==> src/include/pinmux_defines.svh <==
// Pin multiplexer sizing and reset constants
// Pad numbers below are fixed by the pad mux routing
// Register bus is 8-bit byte address, 32-bit data, 4 byte enables
// PWM counts are in microsecond ticks, not milliseconds

`ifndef PINMUX_DEFINES_SVH
`define PINMUX_DEFINES_SVH

// ------------------------------------------------------------
// Widths and counts
// ------------------------------------------------------------

// Pads, one GPIO bit per pad
`define PINMUX_GPIO_W 8

// PWM channels
`define PINMUX_PWM_N 2

// High and low tick counts per PWM channel
`define PINMUX_PWM_W 16

// Tick divider width
`define PINMUX_TICK_W 10

// Register bus
`define PINMUX_REG_AW 8
`define PINMUX_REG_DW 32

// ------------------------------------------------------------
// Reset values
// ------------------------------------------------------------

// 50 cycles per tick, 1us at 50 MHz
`define PINMUX_TICK_RST 49

// ------------------------------------------------------------
// Pad assignment
// ------------------------------------------------------------
`define PINMUX_PAD_UART_RX 0
`define PINMUX_PAD_UART_TX 1
`define PINMUX_PAD_PWM0 2
`define PINMUX_PAD_PWM1 3

`endif

==> src/hdl/pinmux_pkg.sv <==
// Shared types for the pin multiplexer
// Register map offsets are byte addresses, word aligned
// Unlisted addresses read as zero and ignore writes

`default_nettype none

`include "pinmux_defines.svh"

package pinmux_pkg;

  // Plain vector types, usable where the macros are not included
  typedef logic [`PINMUX_GPIO_W-1:0] gpio_vec_t;
  typedef logic [`PINMUX_PWM_N-1:0] pwm_vec_t;
  typedef logic [`PINMUX_TICK_W-1:0] tick_cfg_t;

  // ------------------------------------------------------------
  // Register bus, single-cycle strobe, ack one cycle later
  // ------------------------------------------------------------
  typedef struct packed {
    logic cs;
    logic wr;
    logic [`PINMUX_REG_AW-1:0] addr;
    logic [`PINMUX_REG_DW-1:0] wdata;
    logic [`PINMUX_REG_DW/8-1:0] be;
  } reg_req_t;

  typedef struct packed {
    logic [`PINMUX_REG_DW-1:0] rdata;
    logic ack;
  } reg_rsp_t;

  // GPIO setup, dir 1 means output
  typedef struct packed {
    gpio_vec_t dir;
    gpio_vec_t out;
    gpio_vec_t pos_sel;
    gpio_vec_t neg_sel;
  } gpio_cfg_t;

  // Packed so that uart_en lands on bit 2 of the register
  typedef struct packed {
    logic uart_en;
    pwm_vec_t pwm_en;
  } mfunc_t;

  // High count in bits 15:0, low count in bits 31:16
  typedef struct packed {
    logic [`PINMUX_PWM_W-1:0] low;
    logic [`PINMUX_PWM_W-1:0] high;
  } pwm_cfg_t;

  typedef enum logic [`PINMUX_REG_AW-1:0] {
    REG_GPIO_DIR = 8'h00,
    REG_GPIO_OUT = 8'h04,
    REG_GPIO_IN  = 8'h08,
    REG_EDGE_SEL = 8'h0C,
    REG_INT_STAT = 8'h10,
    REG_INT_MASK = 8'h14,
    REG_MFUNC    = 8'h18,
    REG_TICK_CFG = 8'h1C,
    REG_PWM0     = 8'h20,
    REG_PWM1     = 8'h24
  } reg_addr_e;

endpackage

`default_nettype wire

==> src/hdl/pinmux_regs.sv <==
// Register bank for the pin multiplexer
// One request per strobe; ack and read data follow one cycle later
// Master must not raise cs in the ack cycle
// Interrupt status is sticky, write 1 to clear, new events win
// PWM registers are decoded for exactly two channels

`default_nettype none
`timescale 1ns/100ps

`include "pinmux_defines.svh"

module pinmux_regs (
  input  logic                                     mclk,
  input  logic                                     rst_i,
  input  pinmux_pkg::reg_req_t                     reg_req_i,
  output pinmux_pkg::reg_rsp_t                     reg_rsp_o,
  input  logic [`PINMUX_GPIO_W-1:0]                gpio_in_i,
  input  logic [`PINMUX_GPIO_W-1:0]                gpio_event_i,
  output pinmux_pkg::gpio_cfg_t                    gpio_cfg_o,
  output pinmux_pkg::mfunc_t                       mfunc_o,
  output logic [`PINMUX_TICK_W-1:0]                tick_cfg_o,
  output pinmux_pkg::pwm_cfg_t [`PINMUX_PWM_N-1:0] pwm_cfg_o,
  output logic                                     irq_o
);

  localparam int gpio_w = `PINMUX_GPIO_W;
  localparam int dw = `PINMUX_REG_DW;

  pinmux_pkg::gpio_cfg_t gpio_cfg_q;
  pinmux_pkg::mfunc_t mfunc_q;
  logic [`PINMUX_TICK_W-1:0] tick_q;
  pinmux_pkg::pwm_cfg_t [`PINMUX_PWM_N-1:0] pwm_q;
  logic [gpio_w-1:0] stat_q;
  logic [gpio_w-1:0] mask_q;
  logic [gpio_w-1:0] stat_clr;

  pinmux_pkg::reg_addr_e addr;
  logic wr_en;
  logic rd_en;
  logic [dw-1:0] be_mask;
  logic [dw-1:0] rd_word;
  logic [dw-1:0] wr_val;
  logic [dw-1:0] rdata_q;
  logic ack_q;

  assign addr = pinmux_pkg::reg_addr_e'(reg_req_i.addr);
  assign wr_en = reg_req_i.cs & reg_req_i.wr;
  assign rd_en = reg_req_i.cs & ~reg_req_i.wr;

  // Byte enables widened to a bit mask
  always_comb begin
    for (int b = 0; b < dw / 8; b++) begin
      be_mask[b*8 +: 8] = {8{reg_req_i.be[b]}};
    end
  end

  // ------------------------------------------------------------
  // Read mux, also the base for partial writes
  // ------------------------------------------------------------
  always_comb begin
    rd_word = '0;
    case (addr)
      pinmux_pkg::REG_GPIO_DIR: rd_word[gpio_w-1:0] = gpio_cfg_q.dir;
      pinmux_pkg::REG_GPIO_OUT: rd_word[gpio_w-1:0] = gpio_cfg_q.out;
      pinmux_pkg::REG_GPIO_IN:  rd_word[gpio_w-1:0] = gpio_in_i;
      pinmux_pkg::REG_EDGE_SEL: begin
        rd_word[gpio_w-1:0] = gpio_cfg_q.pos_sel;
        rd_word[gpio_w +: gpio_w] = gpio_cfg_q.neg_sel;
      end
      pinmux_pkg::REG_INT_STAT: rd_word[gpio_w-1:0] = stat_q;
      pinmux_pkg::REG_INT_MASK: rd_word[gpio_w-1:0] = mask_q;
      pinmux_pkg::REG_MFUNC:    rd_word[$bits(mfunc_q)-1:0] = mfunc_q;
      pinmux_pkg::REG_TICK_CFG: rd_word[`PINMUX_TICK_W-1:0] = tick_q;
      pinmux_pkg::REG_PWM0:     rd_word = pwm_q[0];
      pinmux_pkg::REG_PWM1:     rd_word = pwm_q[1];
      default:                  rd_word = '0;
    endcase
  end

  // Unselected bytes keep the current register value
  assign wr_val = (rd_word & ~be_mask) | (reg_req_i.wdata & be_mask);

  // ------------------------------------------------------------
  // Configuration registers
  // ------------------------------------------------------------
  always_ff @(posedge mclk) begin
    if (rst_i) begin
      gpio_cfg_q <= '0;
      mask_q <= '0;
      mfunc_q <= '0;
      tick_q <= `PINMUX_TICK_W'(`PINMUX_TICK_RST);
      pwm_q <= '0;
    end else if (wr_en) begin
      case (addr)
        pinmux_pkg::REG_GPIO_DIR: gpio_cfg_q.dir <= wr_val[gpio_w-1:0];
        pinmux_pkg::REG_GPIO_OUT: gpio_cfg_q.out <= wr_val[gpio_w-1:0];
        pinmux_pkg::REG_EDGE_SEL: begin
          gpio_cfg_q.pos_sel <= wr_val[gpio_w-1:0];
          gpio_cfg_q.neg_sel <= wr_val[gpio_w +: gpio_w];
        end
        pinmux_pkg::REG_INT_MASK: mask_q <= wr_val[gpio_w-1:0];
        pinmux_pkg::REG_MFUNC:
          mfunc_q <= pinmux_pkg::mfunc_t'(wr_val[$bits(mfunc_q)-1:0]);
        pinmux_pkg::REG_TICK_CFG: tick_q <= wr_val[`PINMUX_TICK_W-1:0];
        pinmux_pkg::REG_PWM0:     pwm_q[0] <= pinmux_pkg::pwm_cfg_t'(wr_val);
        pinmux_pkg::REG_PWM1:     pwm_q[1] <= pinmux_pkg::pwm_cfg_t'(wr_val);
        // GPIO_IN, INT_STAT and holes
        default: ;
      endcase
    end
  end

  // ------------------------------------------------------------
  // Interrupt status
  // ------------------------------------------------------------
  assign stat_clr = (wr_en && addr == pinmux_pkg::REG_INT_STAT) ?
                    (reg_req_i.wdata[gpio_w-1:0] & be_mask[gpio_w-1:0]) : '0;

  always_ff @(posedge mclk) begin
    if (rst_i) begin
      stat_q <= '0;
    end else begin
      // Event set overrides a clear in the same cycle
      stat_q <= (stat_q & ~stat_clr) | gpio_event_i;
    end
  end

  assign irq_o = |(stat_q & mask_q);

  // Bus response
  always_ff @(posedge mclk) begin
    if (rst_i) begin
      ack_q <= 1'b0;
    end else begin
      ack_q <= reg_req_i.cs;
    end
  end

  always_ff @(posedge mclk) begin
    rdata_q <= rd_en ? rd_word : '0;
  end

  assign reg_rsp_o = '{rdata: rdata_q, ack: ack_q};

  assign gpio_cfg_o = gpio_cfg_q;
  assign mfunc_o = mfunc_q;
  assign tick_cfg_o = tick_q;
  assign pwm_cfg_o = pwm_q;

endmodule

`default_nettype wire

==> src/hdl/tick_gen.sv <==
// Microsecond tick from a cycle counter
// Tick period is cfg_max_i + 1 cycles
// A new maximum is only picked up at the wrap

`default_nettype none
`timescale 1ns/100ps

`include "pinmux_defines.svh"

module tick_gen (
  input  logic                      mclk,
  input  logic                      rst_i,
  input  logic [`PINMUX_TICK_W-1:0] cfg_max_i,
  output logic                      tick_o
);

  logic [`PINMUX_TICK_W-1:0] cnt_q;
  logic [`PINMUX_TICK_W-1:0] max_q;
  logic wrap;

  // Counter never passes max_q, so equality is enough
  assign wrap = (cnt_q == max_q);

  always_ff @(posedge mclk) begin
    if (rst_i) begin
      cnt_q <= '0;
      max_q <= `PINMUX_TICK_W'(`PINMUX_TICK_RST);
    end else if (wrap) begin
      cnt_q <= '0;
      // Reload here only
      max_q <= cfg_max_i;
    end else begin
      cnt_q <= cnt_q + 1'b1;
    end
  end

  assign tick_o = wrap;

endmodule

`default_nettype wire

==> src/hdl/pwm_channel.sv <==
// Free-running PWM channel timed by the tick strobe
// Output high for cfg_i.high ticks, low for cfg_i.low ticks
// Zero counts behave as one tick
// Starts in the high phase after reset

`default_nettype none
`timescale 1ns/100ps

`include "pinmux_defines.svh"

module pwm_channel (
  input  logic                 mclk,
  input  logic                 rst_i,
  input  logic                 tick_i,
  input  pinmux_pkg::pwm_cfg_t cfg_i,
  output logic                 wave_o
);

  logic phase_q;
  logic [`PINMUX_PWM_W-1:0] cnt_q;
  logic [`PINMUX_PWM_W-1:0] lim;
  logic last;

  // Tick count for the phase in progress
  always_comb begin
    lim = phase_q ? cfg_i.high : cfg_i.low;
    if (lim == '0) begin
      lim = `PINMUX_PWM_W'(1);
    end
  end

  // Greater-or-equal covers a count lowered mid-phase
  assign last = (cnt_q >= lim - 1'b1);

  always_ff @(posedge mclk) begin
    if (rst_i) begin
      phase_q <= 1'b1;
      cnt_q <= '0;
    end else if (tick_i) begin
      if (last) begin
        phase_q <= ~phase_q;
        cnt_q <= '0;
      end else begin
        cnt_q <= cnt_q + 1'b1;
      end
    end
  end

  assign wave_o = phase_q;

endmodule

`default_nettype wire

==> src/hdl/gpio_edge_detect.sv <==
// GPIO input synchroniser and edge event generation
// Two flops per pad, then a third for the previous sample
// Events are one-cycle strobes, three cycles after the pad edge

`default_nettype none
`timescale 1ns/100ps

`include "pinmux_defines.svh"

module gpio_edge_detect (
  input  logic                      mclk,
  input  logic                      rst_i,
  input  logic [`PINMUX_GPIO_W-1:0] pad_in_i,
  input  pinmux_pkg::gpio_cfg_t     cfg_i,
  output logic [`PINMUX_GPIO_W-1:0] gpio_in_o,
  output logic [`PINMUX_GPIO_W-1:0] gpio_event_o
);

  logic [`PINMUX_GPIO_W-1:0] sync1_q;
  logic [`PINMUX_GPIO_W-1:0] sync2_q;
  logic [`PINMUX_GPIO_W-1:0] prev_q;
  logic [`PINMUX_GPIO_W-1:0] rise;
  logic [`PINMUX_GPIO_W-1:0] fall;
  logic [`PINMUX_GPIO_W-1:0] event_q;

  assign rise = sync2_q & ~prev_q;
  assign fall = ~sync2_q & prev_q;

  always_ff @(posedge mclk) begin
    if (rst_i) begin
      sync1_q <= '0;
      sync2_q <= '0;
      prev_q <= '0;
      event_q <= '0;
    end else begin
      sync1_q <= pad_in_i;
      sync2_q <= sync1_q;
      prev_q <= sync2_q;
      // Only selected edges raise an event
      event_q <= (rise & cfg_i.pos_sel) | (fall & cfg_i.neg_sel);
    end
  end

  assign gpio_in_o = sync2_q;
  assign gpio_event_o = event_q;

endmodule

`default_nettype wire

==> src/hdl/pad_mux.sv <==
// Per-pad output, output enable and input routing
// Purely combinational, oen is active low
// PWM owns pads 2 and 3, UART owns pads 0 and 1 when enabled
// All other cases fall back to plain GPIO

`default_nettype none
`timescale 1ns/100ps

`include "pinmux_defines.svh"

module pad_mux (
  input  pinmux_pkg::gpio_cfg_t     cfg_i,
  input  pinmux_pkg::mfunc_t        mfunc_i,
  input  logic [`PINMUX_PWM_N-1:0]  pwm_wave_i,
  input  logic                      uart_txd_i,
  input  logic [`PINMUX_GPIO_W-1:0] pad_in_i,
  output logic [`PINMUX_GPIO_W-1:0] pad_out_o,
  output logic [`PINMUX_GPIO_W-1:0] pad_oen_o,
  output logic                      uart_rxd_o
);

  // ------------------------------------------------------------
  // Output and output enable
  // ------------------------------------------------------------
  always_comb begin
    // GPIO default, input pads drive 0 and float
    for (int p = 0; p < `PINMUX_GPIO_W; p++) begin
      pad_out_o[p] = cfg_i.dir[p] ? cfg_i.out[p] : 1'b0;
      pad_oen_o[p] = ~cfg_i.dir[p];
    end

    // PWM channel 0
    if (mfunc_i.pwm_en[0]) begin
      pad_out_o[`PINMUX_PAD_PWM0] = pwm_wave_i[0];
      pad_oen_o[`PINMUX_PAD_PWM0] = 1'b0;
    end

    // PWM channel 1
    if (mfunc_i.pwm_en[1]) begin
      pad_out_o[`PINMUX_PAD_PWM1] = pwm_wave_i[1];
      pad_oen_o[`PINMUX_PAD_PWM1] = 1'b0;
    end

    // UART takes both pads, rx side forced to input
    if (mfunc_i.uart_en) begin
      pad_out_o[`PINMUX_PAD_UART_TX] = uart_txd_i;
      pad_oen_o[`PINMUX_PAD_UART_TX] = 1'b0;
      pad_out_o[`PINMUX_PAD_UART_RX] = 1'b0;
      pad_oen_o[`PINMUX_PAD_UART_RX] = 1'b1;
    end
  end

  // ------------------------------------------------------------
  // Input routing
  // ------------------------------------------------------------

  // Held low while UART is off
  assign uart_rxd_o = mfunc_i.uart_en & pad_in_i[`PINMUX_PAD_UART_RX];

endmodule

`default_nettype wire

==> src/hdl/pinmux_top.sv <==
// Pin multiplexer top level, eight pads
// Single clock mclk, synchronous active-high reset
// Register bus has no back-pressure, ack one cycle after cs
// Pad inputs are asynchronous and synchronised inside
// oen is active low on every pad

`default_nettype none
`timescale 1ns/100ps

module pinmux_top (
  input  logic                 mclk,
  input  logic                 rst_i,
  input  pinmux_pkg::reg_req_t reg_req_i,
  output pinmux_pkg::reg_rsp_t reg_rsp_o,
  input  pinmux_pkg::gpio_vec_t pad_in_i,
  output pinmux_pkg::gpio_vec_t pad_out_o,
  output pinmux_pkg::gpio_vec_t pad_oen_o,
  input  logic                 uart_txd_i,
  output logic                 uart_rxd_o,
  output logic                 irq_o
);

  localparam int pwm_n = $bits(pinmux_pkg::pwm_vec_t);

  pinmux_pkg::gpio_cfg_t gpio_cfg;
  pinmux_pkg::mfunc_t mfunc;
  pinmux_pkg::tick_cfg_t tick_cfg;
  pinmux_pkg::pwm_cfg_t [pwm_n-1:0] pwm_cfg;
  pinmux_pkg::gpio_vec_t gpio_in;
  pinmux_pkg::gpio_vec_t gpio_event;
  pinmux_pkg::pwm_vec_t pwm_wave;
  logic tick;

  // ------------------------------------------------------------
  // Register bank
  // ------------------------------------------------------------
  pinmux_regs u_pinmux_regs (
    .mclk         (mclk),
    .rst_i        (rst_i),
    .reg_req_i    (reg_req_i),
    .reg_rsp_o    (reg_rsp_o),
    .gpio_in_i    (gpio_in),
    .gpio_event_i (gpio_event),
    .gpio_cfg_o   (gpio_cfg),
    .mfunc_o      (mfunc),
    .tick_cfg_o   (tick_cfg),
    .pwm_cfg_o    (pwm_cfg),
    .irq_o        (irq_o)
  );

  // GPIO input path
  gpio_edge_detect u_gpio_edge_detect (
    .mclk         (mclk),
    .rst_i        (rst_i),
    .pad_in_i     (pad_in_i),
    .cfg_i        (gpio_cfg),
    .gpio_in_o    (gpio_in),
    .gpio_event_o (gpio_event)
  );

  // ------------------------------------------------------------
  // Tick and PWM
  // ------------------------------------------------------------
  tick_gen u_tick_gen (
    .mclk      (mclk),
    .rst_i     (rst_i),
    .cfg_max_i (tick_cfg),
    .tick_o    (tick)
  );

  // Channels run regardless of pwm_en
  for (genvar i = 0; i < pwm_n; i++) begin : g_pwm
    pwm_channel u_pwm_channel (
      .mclk   (mclk),
      .rst_i  (rst_i),
      .tick_i (tick),
      .cfg_i  (pwm_cfg[i]),
      .wave_o (pwm_wave[i])
    );
  end

  // Pad routing
  pad_mux u_pad_mux (
    .cfg_i      (gpio_cfg),
    .mfunc_i    (mfunc),
    .pwm_wave_i (pwm_wave),
    .uart_txd_i (uart_txd_i),
    .pad_in_i   (pad_in_i),
    .pad_out_o  (pad_out_o),
    .pad_oen_o  (pad_oen_o),
    .uart_rxd_o (uart_rxd_o)
  );

endmodule

`default_nettype wire

==> config.mk <==
export PLATFORM = sky130hd
export DESIGN_NAME = pinmux_top
export DESIGN_NICKNAME = d
export VERILOG_FILES = /design/src/hdl/pinmux_pkg.sv /design/src/hdl/pinmux_regs.sv /design/src/hdl/tick_gen.sv /design/src/hdl/pwm_channel.sv /design/src/hdl/gpio_edge_detect.sv /design/src/hdl/pad_mux.sv /design/src/hdl/pinmux_top.sv
export VERILOG_INCLUDE_DIRS = /design/src /design/src/include
export SDC_FILE = /design/constraint.sdc
export NUM_CORES = 1
export LEC_CHECK = 0
export BUFFER_PORTS_ARGS = -buffer_cell sky130_fd_sc_hd__clkbuf_2
export CORE_MARGIN = 2
export CORE_UTILIZATION = 45
export DETAILED_ROUTE_END_ITERATION = 7
export MAX_ROUTING_LAYER = met4
export PLACE_DENSITY = 0.66
export SYNTH_ARGS = -nofsm -noshare
export SYNTH_HDL_FRONTEND = slang
export SYNTH_SLANG_ARGS = --single-unit
==> constraint.sdc <==
create_clock -name mclk -period 4.8 [get_ports mclk]
set_clock_uncertainty 0.05 [all_clocks]
set_input_delay 0.96 -clock mclk [delete_from_list [all_inputs] [get_ports mclk]]
set_output_delay 0.96 -clock mclk [all_outputs]
set_load 0.05 [all_outputs]
==> impl_metrics.ini <==
[outcome]
run_status = complete, no violations

[timing]
min_period_ps = 4500
hold_violations = 0
setup_tns_ps = 0
slew_viol_final = 0
max_freq_ghz = 0.222
fin_crit_sh_pct = 93.7
worst_pin_slew_ps = 905
relSlewSlack_pct = 39.4
setup_viol = 0
rsz0062_at_grt = false

[floorplanning]
die_x_um = 168
core_um2 = 26200
num_io_pins = 108
start_util_pct = 46.1
rows = 59
die_h_um = 168
dieArea_um2 = 28100

[synthesis]
syn_avg_cell_area_um2 = 8.31
synth-async-reset-ratio_pct = 0
yosys_most_used_dff = dfxtp_1
synthCells = 1452
syn_area_um2 = 12100
ys_types = 69
ys_warn_count = 0
ys_ff_latch = 244
synth_edf_count = 0
yosysSeqAreaShare_pct = 40.5
synth_fp_nets = 1546

[clock_network]
clock-root-buffer = clkbuf_16
cts_max_level = 1
cts_tree = done
clk_latency_ps = 570
clock_path_buffers = 3
cts_sinks = 244
cts_hold_buf = 0
numCtsBuffers = 26
clk_pin_slew_worst_paths_ps = 70

[placed_design]
hpwl_um = 28400
io_buffer_count = 107
placed_cell_area_um2 = 13100
dp_cells = 1868
place.gp.congestion = 0.981

[critical_path]
path_depth = 19
endpoint = g_pwm[0].u_pwm_channel.cnt_q[1]
slowest_stage = or4b_2
slowest_delay_ps = 650
cp-start-kind = register
r2r_end = g_pwm[0].u_pwm_channel.cnt_q[1]
crit_arrival_ps = 4910
path_delay_family = simple AND/OR/NAND/NOR gates
crit_buf_inv = 2
cp-end-kind = register
crit_path_frequent_cell = a21oi_1
r2r_cells = 19
cp_max_fo = 9
worstPathCellList = buf_4, nor3b_1, o22ai_1, or3_1, nor2b_1, a211oi_2, ha_1, o211ai_1, buf_4, nor2_1, xor2_1, a21oi_1, ha_1, nand2_1, o21ai_0, a221oi_2, a21oi_1, or4b_2, a21oi_1
crit_type = register to register
worstReg2RegStart = g_pwm[0].u_pwm_channel.wave_o
cp_data_required_time_ps = 5210
rrSetupSlack_ps = 300
crit_path_start = g_pwm[0].u_pwm_channel.wave_o

[drt]
antenna_left = 0
drt_first_iter_violations = 1161
avgViaCountPerCell = 5.80
vias = 11100
drc = 0
drt-total-wl_um = 38400
wire_per_inst_um = 20.0
first_pass_iters = 5

[finish]
design_area_um2 = 14000
drive_gt1_share_pct = 15.4
layout_common_cells = dfxtp_1, nand2_1, nor2_1
fin_nets = 1657
n_antenna_cell = 0
syn_to_final_growth_pct = 15.8
final_common_cell = dfxtp_1
layout.cells.non_filler = 1915

[global_route]
antenna_found_initial = 0
grt_overflow = 0
grt_max_degree = 52
track_usage_pct = 27.7
grt_pass1_vias = 10300
grt_pass1_wl_um = 59800

[pwr]
ir_drop_mv = 0.315
cellLeakagePower_nw = 5.47
power.density_nw_per_um2 = 301

[job]
cap_violations = 0

[worst_hold_path]
hp-class = register to register
layer usage:
metal	part of all wire [%]	global-route usage, %
met2	42	39.5
met3	8.2	4.28
met4	3.9	9.79
met1	46	39.8
met5	0	-
logic make-up (layout without fill, tap and decap cells):
group	Yosys count	in the layout	share of synthesized area [%]
AND/OR/NAND/NOR	621	621	24.8
AO/OA/AOI/OAI	279	279	14.5
multiplexers	82	82	7.04
buffers and inverters	113	241	3.87
flip-flops	244	244	40.5
adder cells (fa/ha/maj)	37	37	3.84
XOR/XNOR	76	76	5.52
through the flow:
stage                     power, mW  worst slack [ps]  hold slack, ps  utilization [%]
final                          4.21               302             386             53.3
after global routing           4.33              4.01             401             53.3
after CTS                      4.24              23.7             388             53.1
after detailed placement       2.28             -97.9             374             49.9
after global placement         2.28             -12.7             367             49.9
after floorplan                2.21              54.6             363                -
power by group:
part	leakage, nW	internal, mW	switching, mW
sequential	1.97	2.04	0.00809
combinational	3.08	0.0639	0.133
clock	0.414	1.14	0.836
total	5.47	3.24	0.977
registers in the layout (all words and copies together), names as in the netlist, 8 cells and up:
signal / count
u_gpio_edge_detect.sync1_q: 8
u_tick_gen.cnt_q: 10
u_pinmux_regs.stat_q: 8
u_gpio_edge_detect.gpio_event_o: 8
u_pinmux_regs.tick_cfg_o: 10
u_gpio_edge_detect.gpio_in_o: 8
u_gpio_edge_detect.prev_q: 8
u_pinmux_regs.rdata_q: 32
u_tick_gen.max_q: 10
u_pinmux_regs.pwm_cfg_o: 64
g_pwm.u_pwm_channel.cnt_q: 32
u_pinmux_regs.gpio_cfg_o: 32
u_pinmux_regs.mask_q: 8
cells in the mapped netlist, drive strengths merged, types with 9 or more instances:
master,instances,share of area [%]
inv,36,1.1
and2,9,0.47
nor4,12,0.67
o32ai,9,0.65
or3,9,0.47
ha,37,3.8
xnor2,40,2.9
a21oi,115,4.8
nor3b,16,1.0
dfxtp,244,40
nand2b,11,0.57
nand2,210,6.5
nand3b,19,1.2
buf,24,1.1
a2111oi,11,0.95
nor3,28,1.2
a211oi,10,0.62
nor2,150,4.7
nand4,20,1.0
a22oi,31,1.9
o21ai,57,2.4
mux2i,68,5.6
mux2,13,1.2
nor2b,43,2.2
xor2,36,2.6
clkbuf,53,1.6
nand3,68,2.9
worst min path at each step:
| stage | from | endpoint | slack, ps | cells past startpoint |
|---|---|---|---|---|
| 2_1_floorplan | u_gpio_edge_detect.gpio_event_o[0] | u_pinmux_regs.stat_q[0] | 360 | 2 |
| 3_3_place_gp | u_gpio_edge_detect.gpio_event_o[6] | u_pinmux_regs.stat_q[6] | 370 | 2 |
| 3_5_place_dp | u_gpio_edge_detect.sync1_q[5] | u_gpio_edge_detect.gpio_in_o[5] | 370 | 1 |
| 4_1_cts | u_gpio_edge_detect.sync1_q[5] | u_gpio_edge_detect.gpio_in_o[5] | 390 | 1 |
| 5_1_grt | u_gpio_edge_detect.sync1_q[0] | u_gpio_edge_detect.gpio_in_o[0] | 400 | 1 |
| 6_report | u_gpio_edge_detect.sync1_q[5] | u_gpio_edge_detect.gpio_in_o[5] | 390 | 1 |
what timing repair did:
action                     CTS  global route
cloned                       0             0
setup endpoints to repair   15            34
resized for setup            1             8
buffers inserted             0             2
area by class of cell:
type	instances	area [um^2]
fill	2481	12200
multi-input combinational	1095	6760
sequential	244	4890
timing repair buffer	160	936
clock buffer	40	793
tap	335	419
inverter	36	135
clock inverter	5	52.6
Power figures use the tool's default switching activity.
